**config.mk**
```make
export PLATFORM = sky130hd
export DESIGN_NAME = tile_sequencer
export DESIGN_NICKNAME = d
export VERILOG_FILES = /design/src/verilog/tpu_pkg.sv /design/src/verilog/tile_sequencer.sv
export SDC_FILE = /design/constraint.sdc
export NUM_CORES = 1
export LEC_CHECK = 0
export CORE_AREA = 2 2 39 41
export DETAILED_ROUTE_END_ITERATION = 6
export DIE_AREA = 0 0 41 43
export DONT_BUFFER_PORTS = 1
export PLACE_DENSITY = 0.57
export SLEW_MARGIN = 10
export SYNTH_ARGS = -nofsm -noshare
export SYNTH_HDL_FRONTEND = slang
export SYNTH_SLANG_ARGS = --single-unit
```
**constraint.sdc**
```tcl
create_clock -name clk_i -period 1.9 [get_ports clk_i]
set_input_delay 0.19 -clock clk_i [delete_from_list [all_inputs] [get_ports clk_i]]
set_output_delay 0.19 -clock clk_i [all_outputs]
set_load 0.02 [all_outputs]
```
**src/verilog/tpu_pkg.sv**
```systemverilog
package tpu_pkg;

    //##########################################################
    // array geometry
    //##########################################################

    // edge of the grid, also the number of lanes per bank side
    localparam int ARRAY_DIM = 4;
    // deepest inner dimension and bank depth
    localparam int K_MAX     = 16;
    localparam int IDX_W     = 4;
    localparam int OPND_W    = 16;
    localparam int ACC_W     = 32;

    // cycles from the last operand read until cell (3,3) has its product
    localparam int FLUSH_CYCLES = 8;

    //##########################################################
    // bus and address map
    //##########################################################

    localparam int WB_ADR_W = 8;
    localparam int WB_DAT_W = 32;

    // region code sits in adr[7:6]
    localparam logic [1:0] REG_ROW_BANK = 2'd0;
    localparam logic [1:0] REG_COL_BANK = 2'd1;
    localparam logic [1:0] REG_CTRL     = 2'd2;
    localparam logic [1:0] REG_RESULT   = 2'd3;

    //##########################################################
    // types
    //##########################################################

    typedef logic signed [OPND_W-1:0] operand_t;
    typedef logic signed [ACC_W-1:0]  acc_t;

    // master to slave
    typedef struct packed {
        logic                cyc;
        logic                stb;
        logic                we;
        logic [WB_ADR_W-1:0] adr;
        logic [WB_DAT_W-1:0] dat;
    } wb_req_t;

    // slave to master
    typedef struct packed {
        logic                ack;
        logic [WB_DAT_W-1:0] dat;
    } wb_rsp_t;

    // one software store into a row or column bank
    typedef struct packed {
        logic             en;
        logic             col_sel;
        logic [1:0]       lane;
        logic [IDX_W-1:0] index;
        operand_t         value;
    } bank_wr_t;

    // one k step for all lanes, plus accumulator clear
    typedef struct packed {
        logic                       valid;
        logic                       clear;
        operand_t [ARRAY_DIM-1:0]   row;
        operand_t [ARRAY_DIM-1:0]   col;
    } feed_t;

    // entry i*4+j holds C[i][j]
    typedef acc_t [ARRAY_DIM*ARRAY_DIM-1:0] acc_grid_t;

endpackage

```
**src/verilog/tile_sequencer.sv**
```systemverilog
module tile_sequencer (
    input  logic                      clk_i,
    input  logic                      rst_i,
    input  logic                      start_i,
    input  logic [tpu_pkg::IDX_W:0]   k_len_i,
    output logic                      busy_o,
    output logic                      rd_en_o,
    output logic [tpu_pkg::IDX_W-1:0] rd_index_o,
    output logic                      clear_o
);
    import tpu_pkg::*;

    typedef enum logic [1:0] {
        IDLE_S,
        FEED_S,
        FLUSH_S
    } state_t;

    state_t           state_q;
    state_t           state_d;
    logic [IDX_W-1:0] cnt_q;
    logic [IDX_W-1:0] k_last_q;
    logic             cnt_done;

    // counter end depends on the phase
    always_comb begin
        if (state_q == FEED_S) begin
            cnt_done = (cnt_q == k_last_q);
        end else begin
            cnt_done = (cnt_q == IDX_W'(FLUSH_CYCLES - 1));
        end
    end

    //##########################################################
    // state
    //##########################################################

    always_comb begin
        state_d = state_q;
        case (state_q)
            IDLE_S: begin
                if (start_i) begin
                    state_d = FEED_S;
                end
            end
            FEED_S: begin
                if (cnt_done) begin
                    state_d = FLUSH_S;
                end
            end
            FLUSH_S: begin
                if (cnt_done) begin
                    state_d = IDLE_S;
                end
            end
            default: begin
                state_d = IDLE_S;
            end
        endcase
    end

    always_ff @(posedge clk_i) begin
        if (rst_i) begin
            state_q <= IDLE_S;
        end else begin
            state_q <= state_d;
        end
    end

    // one counter, restarted on every phase change
    always_ff @(posedge clk_i) begin
        if (rst_i || (state_q == IDLE_S) || (state_d != state_q)) begin
            cnt_q <= '0;
        end else begin
            cnt_q <= cnt_q + 1'b1;
        end
    end

    // K of 16 wraps to 15 here
    always_ff @(posedge clk_i) begin
        if (start_i) begin
            k_last_q <= k_len_i[IDX_W-1:0] - 1'b1;
        end
    end

    assign busy_o     = (state_q != IDLE_S);
    assign rd_en_o    = (state_q == FEED_S);
    assign rd_index_o = cnt_q;
    // wipe the grid before the first operands arrive
    assign clear_o    = start_i;

endmodule

```
==> impl_metrics.toml <==
[worst_setup_path]
timing_worst_setup_path_type = "flop to flop"
cp-end-kind = "flop"
critical_path.max_fanout = 6
critPathMaxStageDelay_ns = 0.42
worst_endpoint_required_time_ns = 2.05
data_arrival_time_of_the_worst_path_ns = 1.84
path_buf_inv = 0
kind_of_cell_with_the_highest_combined_delay_on_the_critical_path = "compound AO/OA/AOI/OAI gates"
setup.worst_path.start_class = "flop"
critical_path_cell_by_cell = "nand2b_1 > nor4b_1 > o32a_4 > a2111oi_1"
cp_slowest_cell = "o32a_4"

[timing]
clock_skew_ns = 0.00157
max-slew-margin-rel = 0.781
fin_crit_sh = 0.889
timing.final.max_slew_violations = 0
rsz0062_at_grt = "false"
worst_pin_slew_ns = 0.323
hold_violation_count_in_the_final_report = 0
setup_total_negative_slack_ns = 0
fmaxAchievable_ghz = 0.592
setup_viol_count_final = 0
finalWorstPathRequiredPeriod_ns = 1.69

[global_routing]
antenna_violations_before_repair = 0
grt_start_max_net_pins = 7
grt_util_all_layers = 0.143
first_pass_grt_wire_length_um = 1640
globalRoute.totalOverflow = 0
first_global_vias = 393

[drt]
drtPass1Iterations = 2
finalWirelength_um = 892
route.detailed.drc = 0
routedWlPerCell_um = 11.6
num_vias = 386
ant_nets = 0
drtIter0Drc = 3
vias_per_cell = 5.01

[logic_synthesis]
number_of_enable_type_register_cells_in_the_synthesized_netlist = 4
postSynthAreaPerCell_um2 = 10.3
synth_sequential_area_ratio = 0.451
syn-cell-area_um2 = 533
synth_top_cell_area_share = 0.225
yosys_warnings = 0
synth_flop_cell = "dfxtp_1"
synth_fp_nets = 62
synthesis.instances = 52
asyncSetResetFlopFracSynth = 0
netlist_top_cells_area = "dfxtp_1 (23%), edfxtp_1 (23%), xor2_1 (8.2%)"
synthMostInstantiatedCell = "dfxtp_1"
netlist_top_cells_count = "dfxtp_1 (6), nand2b_1 (5), xor2_1 (5), edfxtp_1 (4), nor3_1 (4)"
synth.lib_cells_used.distinct = 24
netlist.top_cell.by_area = "dfxtp_1"
flop_and_latch_count_out_of_synthesis = 10

[floorplan]
chipHeight_um = 43
placement_rows = 14
floorplan.die.width_um = 41
fp.coreArea_um2 = 1380
dieArea_um2 = 1760
pin_count = 15
initial_core_util = 0.385

[finish]
drive_gt1_frac = 0.197
antenna_cells = 0
synthToLayoutAreaGrowth_pct = 18.1
finish.net_count = 72

[placement]
routabilityCongestion = 0.683
detailed_place_hpwl_um = 714
numPortBuffers = 0

[clock_network]
ctsRootBufferMaster = "clkbuf_4"
maximum_count_of_clock_buffers_along_a_single_path = 2
post_cts_resize_count = 0
tritoncts = "done"
clock_latency_at_the_later_pin_of_the_worst_skew_pair_ns = 0.26
clk_pin_slew_ns = 0.07
clock_sinks = 10
htree_num_levels = 1
cts_made_buffers = 3

[pwr]
power_uw = 490
irDropWorstVdd_mv = 0.392
power.density_cell_area_nw_per_um2 = 779
total_leakage_power_uw = 0.000259

[hold_path]
holdCritPathClass = "input port to flop"

[flow_run]
maxCapViolations = 0

[outcome]
outcome = "completed"
report_power, final:
part	total [µW]	internal [µW]	switching, µW
Sequential	247	237	9.96
Combinational	49.8	23.1	26.7
Clock	193	116	76.9
Total	490	377	114
layout by cell type, fill, tap and decap left out, drive strengths merged, types with 2 or more instances in the layout:
master	instances
buf	5
xor2	5
nor2	3
clkbuf	4
a21oi	2
edfxtp	4
ha	2
nand2b	5
nor3	4
nand2	3
inv	3
or2	2
dfxtp	6
area by class of cell:
cell class              instances  area (µm²)
clock buffers                   4        36.3
fillers                       141         754
inverters                       4        15.0
multi-input cells              37         270
flip-flops and latches         10         240
well taps                      16        20.0
repair buffers                  6        47.5
what timing repair did:
item                                    CTS  global route
endpoints found under the setup margin    0             0
endpoints found under the hold margin     1             0
setup buffers                             0             0
hold buffers                              1             0
stage by stage:
| step | hold WS (ns) | instance area (µm²) | utilization | std cells | setup slack [ns] |
|---|---|---|---|---|---|
| 2_1_floorplan | 0.272 | 533 | - | 52 | 0.276 |
| 3_5_place_dp | 0.281 | 583 | 0.421 | 72 | 0.236 |
| 5_1_grt | 0.00708 | 629 | 0.455 | 77 | 0.0532 |
| 6_report | 0.0297 | 629 | 0.455 | 77 | 0.211 |
| 3_3_place_gp | 0.276 | 583 | 0.421 | 72 | 0.240 |
| 4_1_cts | 0.0219 | 629 | 0.455 | 77 | 0.207 |
routing by layer:
layer / vias up / GRT usage / share of wire
li1: 200 / - / -
met1: 170 / 0.184 / 0.43
met2: 13 / 0.188 / 0.47
met3: 3 / 0.0576 / 0.068
met4: 0 / 0.100 / 0.024
met5: - / 0 / 0
flip-flops by register name (all words and copies together), names as in the netlist:
name        cells
k_last_q        4
rd_index_o      4
state_q         2
cell families after synthesis:
kind of cell	Yosys count	share of synthesized area
xor gates and xnor gates	6	0.0986
adders and majority gates	2	0.0469
AOI/OAI and AO/OA	6	0.110
DFF	10	0.451
buffers and inverters	5	0.0423
and+or+nand+nor	22	0.230
muxes	1	0.0211
path summary, 6_finish.rpt:
kind              depth (start not counted)                     to  slack [ns]             startpoint
setup / recovery                          4  state_q[0]$_SDFF_PP0_        0.21  state_q[1]$_SDFF_PP0_
hold reg to reg                           1  state_q[0]$_SDFF_PP0_        0.50  state_q[1]$_SDFF_PP0_
hold / removal                            0  k_last_q[0]$_DFFE_PP_        0.03                start_i
setup reg to reg                          4  state_q[0]$_SDFF_PP0_        0.21  state_q[1]$_SDFF_PP0_
No activity file was read; power rests on OpenSTA's default activity.
