<file path="src/verilog/tpu_pkg.sv">
package tpu_pkg;

    //##########################################################
    // array geometry
    //##########################################################

    // edge of the grid, also the number of lanes per bank side
    localparam int ARRAY_DIM = 4;
    // deepest inner dimension and bank depth
    localparam int K_MAX     = 16;
    localparam int IDX_W     = 4;
    localparam int OPND_W    = 16;
    localparam int ACC_W     = 32;

    // cycles from the last operand read until cell (3,3) has its product
    localparam int FLUSH_CYCLES = 8;

    //##########################################################
    // bus and address map
    //##########################################################

    localparam int WB_ADR_W = 8;
    localparam int WB_DAT_W = 32;

    // region code sits in adr[7:6]
    localparam logic [1:0] REG_ROW_BANK = 2'd0;
    localparam logic [1:0] REG_COL_BANK = 2'd1;
    localparam logic [1:0] REG_CTRL     = 2'd2;
    localparam logic [1:0] REG_RESULT   = 2'd3;

    //##########################################################
    // types
    //##########################################################

    typedef logic signed [OPND_W-1:0] operand_t;
    typedef logic signed [ACC_W-1:0]  acc_t;

    // master to slave
    typedef struct packed {
        logic                cyc;
        logic                stb;
        logic                we;
        logic [WB_ADR_W-1:0] adr;
        logic [WB_DAT_W-1:0] dat;
    } wb_req_t;

    // slave to master
    typedef struct packed {
        logic                ack;
        logic [WB_DAT_W-1:0] dat;
    } wb_rsp_t;

    // one software store into a row or column bank
    typedef struct packed {
        logic             en;
        logic             col_sel;
        logic [1:0]       lane;
        logic [IDX_W-1:0] index;
        operand_t         value;
    } bank_wr_t;

    // one k step for all lanes, plus accumulator clear
    typedef struct packed {
        logic                       valid;
        logic                       clear;
        operand_t [ARRAY_DIM-1:0]   row;
        operand_t [ARRAY_DIM-1:0]   col;
    } feed_t;

    // entry i*4+j holds C[i][j]
    typedef acc_t [ARRAY_DIM*ARRAY_DIM-1:0] acc_grid_t;

endpackage

</file>
<file path="src/verilog/wb_cmd_port.sv">
module wb_cmd_port (
    input  logic                    clk_i,
    input  logic                    rst_i,
    input  tpu_pkg::wb_req_t        wb_i,
    output tpu_pkg::wb_rsp_t        wb_o,
    input  logic                    busy_i,
    input  tpu_pkg::acc_grid_t      acc_i,
    output tpu_pkg::bank_wr_t       bank_wr_o,
    output logic                    start_o,
    output logic [tpu_pkg::IDX_W:0] k_len_o
);
    import tpu_pkg::*;

    logic                ack_q;
    logic [WB_DAT_W-1:0] rd_q;
    logic [WB_DAT_W-1:0] rd_word;
    logic                req;
    logic [1:0]          region;
    logic                ctrl_ofs0;
    logic                bank_hit;
    logic                k_ok;

    //##########################################################
    // decode
    //##########################################################

    // new access only while ack is low, so every access gets one wait state
    assign req       = wb_i.cyc && wb_i.stb && !ack_q;
    assign region    = wb_i.adr[7:6];
    assign ctrl_ofs0 = (region == REG_CTRL) && (wb_i.adr[5:0] == 6'd0);

    assign k_len_o = wb_i.dat[IDX_W:0];
    assign k_ok    = (k_len_o != '0) && (k_len_o <= K_MAX);

    // banks are frozen while a run reads them
    assign bank_hit = req && wb_i.we && !busy_i
                      && ((region == REG_ROW_BANK) || (region == REG_COL_BANK));

    // start is a single pulse on the acking edge
    assign start_o = req && wb_i.we && ctrl_ofs0 && !busy_i && k_ok;

    //##########################################################
    // readback
    //##########################################################

    always_comb begin
        rd_word = '0;
        case (region)
            REG_CTRL: begin
                if (wb_i.adr[5:0] == 6'd0) begin
                    rd_word[0] = busy_i;
                end
            end
            REG_RESULT: begin
                rd_word = acc_i[wb_i.adr[3:0]];
            end
            default: begin
                rd_word = '0;
            end
        endcase
    end

    always_ff @(posedge clk_i) begin
        if (rst_i) begin
            ack_q <= 1'b0;
        end else begin
            ack_q <= req;
        end
    end

    // write cycles return zero on the data lines
    always_ff @(posedge clk_i) begin
        if (req) begin
            rd_q <= wb_i.we ? '0 : rd_word;
        end
    end

    always_comb begin
        wb_o.ack = ack_q;
        wb_o.dat = ack_q ? rd_q : '0;
    end

    //##########################################################
    // bank write
    //##########################################################

    always_ff @(posedge clk_i) begin
        bank_wr_o.col_sel <= (region == REG_COL_BANK);
        bank_wr_o.lane    <= wb_i.adr[5:4];
        bank_wr_o.index   <= wb_i.adr[IDX_W-1:0];
        bank_wr_o.value   <= wb_i.dat[OPND_W-1:0];
        if (rst_i) begin
            bank_wr_o.en <= 1'b0;
        end else begin
            bank_wr_o.en <= bank_hit;
        end
    end

endmodule

</file>
<file path="config.mk">
export PLATFORM = sky130hd
export DESIGN_NAME = wb_cmd_port
export DESIGN_NICKNAME = d
export VERILOG_FILES = /design/src/verilog/tpu_pkg.sv /design/src/verilog/wb_cmd_port.sv
export SDC_FILE = /design/constraint.sdc
export NUM_CORES = 1
export LEC_CHECK = 0
export BUFFER_PORTS_ARGS = -buffer_cell sky130_fd_sc_hd__buf_2
export CORE_AREA = 4 4 243 245
export DETAILED_ROUTE_END_ITERATION = 7
export DIE_AREA = 0 0 247 249
export HOLD_SLACK_MARGIN = 0.12
export PLACE_DENSITY = 0.43
export SYNTH_ARGS = -nofsm -noshare
export SYNTH_HDL_FRONTEND = slang
export SYNTH_SLANG_ARGS = --single-unit
</file>
<file path="constraint.sdc">
create_clock -name clk_i -period 2.8 [get_ports clk_i]
set_clock_uncertainty 0.15 [all_clocks]
set_input_delay 0 -clock clk_i [delete_from_list [all_inputs] [get_ports clk_i]]
set_output_delay 0 -clock clk_i [all_outputs]
set_load 0.03 [all_outputs]
</file>
==> run_results.csv <==
group,metric,value,unit
place,gp_congestion,0.860,
floorplanning,start_util,11.5,%
sta,finalSetupViolCount,0,
route,drt-initial-drc-count,320,
place,hpwl,30.7,mm
synth,post-synth-top-count-cell,"mux2i_1",
synth,netlist.area_leader.share,22.3,%
global_routing,antenna_found_initial,4,
setup_path,crit_path_start,"wb_i[33]",
place,io_buffer_count,604,
synth,synthMuxAreaShare,39.2,%
synth,syn_area,0.00657,mm²
cells_and_area,fillers,6253,
setup_path,required,2.76,ns
synth,ys.flop_type,"edfxtp_1",
setup_path,crit_path_end_kind,"flip-flop",
synth,synth_fp_nets,1186,
route,first_pass_iters,5,
clock_tree,clk_latency,0.36,ns
synth,synth-simple-area-share,13.3,%
sta,min_period,2.70,ns
outcome,outcome,"complete, no violations",
global_routing,grt_pass1_vias,9028,
synth,synthTopCellsByCount,"mux2i_1 (74), mux4_2 (65), o211ai_1 (40)",
floorplanning,fp.coreArea,0.0571,mm²
sta,rsz0062_at_grt,"no",
clock_tree,clockBufferDepth,2,
hold_path,hold_depth,4,
cells_and_area,finalNetCount,1940,
global_routing,overflow,0,
sta,finalHoldViolCount,0,
synth,synth_edf_count,32,
synth,netlist_instances,628,
clock_tree,numCtsBuffers,9,
synth,synth_seq_cells,57,
synth,synth_top_family_by_area,"multiplexers",
setup_path,ff2ff_path_depth,4,
hold_path,hp-class,"primary input to flip-flop",
route,drt-total-wl,39.0,mm
floorplanning,die_w,247,µm
sta,fmax,0.371,GHz
floorplanning,num_io_pins,621,
route,via_per_inst,3.96,
cells_and_area,final_util,22.1,%
power,power_density,282,mW/mm²
route,drc_errors,0,
synth,synth.avg_cell_area,10.5,µm²
route,ant_nets,0,
setup_path,cp.arrival,2.66,ns
cells_and_area,area_delta_synth_final,92.2,%
synth,async_flop_share,0,%
global_routing,grt_pass1_wl,53.6,mm
synth,yosysUniqueCellTypes,38,
sta,maxSlewHeadroom,62.0,%
clock_tree,htreeDepth,3,
global_routing,grt_start_max_net_pins,63,
route,routedWlPerCell,18.1,µm
sta,timing.setup.tns,0,ns
setup_path,r2r-start,"ack_q",
hold_path,min-delay-start,"acc_i[301]",
clock_tree,cts_tree,"done",
cells_and_area,final_cells,2153,
cells_and_area,drive_gt1_share,56.6,%
synth,synth.top_cells.by_area,"mux4_2 (22%), edfxtp_1 (15%), mux2i_1 (11%), dfxtp_1 (7.6%), mux2_2 (5.0%)",
sta,drv_slew,0,
sta,fin_crit_sh,96.3,%
clock_tree,path_clk_slew,0.06,ns
setup_path,crit_fanout,62,
route,via_count,8522,
place,dp_cells,1957,
synth,synthXorXnorAreaFrac,0.133,%
synth,synth-adder-area-share,0,%
clock_tree,cts.sinks,57,
clock_tree,root_buffer,"clkbuf_16",
setup_path,crit_path_start_kind,"primary input",
floorplanning,num_rows,88,
synth,ys_warn_count,0,
synth,synth_area_leader_cell,"mux4_2",
synth,synth_compound_area_share,18.5,%
power,ir_drop,0.000267,V
setup_path,path_class,"primary input to flip-flop",
floorplanning,die_h,249,µm
global_routing,grt.total_usage,11.7,%
floorplanning,die-area,0.0615,mm²
sta,worst_pin_slew,0.554,ns
power,power_leakage,5.71,nW
run,maxCapViolCount,0,
synth,ys_seq_area_share,22.2,%
[stage by stage]
step,power (W),instance area [µm²],hold slack [ns],setup slack (ns)
after floorplan,0.00165,6570,-0.122,0.523
after global placement,0.00228,10500,-0.0463,0.382
after detailed placement,0.00228,10500,-0.0452,0.346
after CTS,0.00364,12500,0.124,0.00850
after global routing,0.00379,12600,0.136,0.0632
final,0.00357,12600,0.148,0.104
[cells by family (layout without fill, tap and decap cells)]
| family | count (synthesis) | in the layout |
|---|---|---|
| AO/OA/AOI/OAI | 158 | 158 |
| multiplexers | 171 | 171 |
| XOR/XNOR | 1 | 1 |
| buffers and inverters | 76 | 835 |
| flip-flops | 57 | 57 |
| other | 0 | 1 |
| AND/OR/NAND/NOR | 165 | 165 |
[cell type report]
type	count	area, µm²	share of cell area, %
multi-input cells	495	4690	37.2
clock buffers	10	229	1.81
inverters	1	3.75	0.0297
flip-flops and latches	57	1460	11.6
repair buffers	818	5250	41.5
well taps	765	957	7.58
clock inverters	6	35.0	0.277
diodes	1	2.50	0.0198
[worst max-delay path: stages]
cell	delay [ns]
dlygate4sd3_1	0.57
buf_12	0.30
mux4_2	0.38
mux2i_1	0.45
nor2_1	0.10
a31o_1	0.20
dlygate4sd3_1	0.55
[cell usage in the layout, fill, tap and decap left out, types with 14 or more instances in the layout]
cell type,count
a211oi_1,31
mux4_2,65
mux2_2,29
nand2_1,34
dfxtp_1,24
edfxtp_1,32
buf_4,30
a31o_2,26
and2_1,32
o211ai_1,40
mux2i_1,74
nor2_1,33
nor2b_1,34
buf_2,601
nand2b_1,14
dlygate4sd3_1,174
a22oi_1,20
[timing repair]
action,in CTS,in global routing
setup buffers,0,2
hold endpoints to repair,57,1
resized for setup,0,9
endpoints found under the setup margin,0,5
hold buffers,174,1
[flip-flops by register name, indices dropped and copies added (netlist names)]
register / cells
bank_wr_o: 24
rd_q: 32
ack_q: 1
[power breakdown]
| group | internal (W) | leakage, nW | switching [W] |
|---|---|---|---|
| logic | 0.000885 | 5.08 | 0.000673 |
| clock network | 0.000593 | 0.130 | 0.000473 |
| registers | 0.000930 | 0.499 | 0.0000124 |
| total | 0.00241 | 5.71 | 0.00116 |
[path summary, 6_finish.rpt]
kind                   endpoint  slack (ns)
hold reg to reg        rd_q[27]        1.04
hold / removal         rd_q[13]        0.15
setup / recovery        rd_q[1]        0.10
setup reg to reg  bank_wr_o[23]        0.52
[per-layer routing]
| metal | wire [µm] | global-route usage (%) | vias up |
|---|---|---|---|
| li1 | - | - | 3988 |
| met1 | 15300 | 13.3 | 4071 |
| met2 | 19500 | 20.9 | 408 |
| met3 | 3080 | 3.23 | 53 |
| met4 | 1100 | 3.87 | 2 |
| met5 | 13 | 0 | - |
Power figures use the tool's default switching activity.
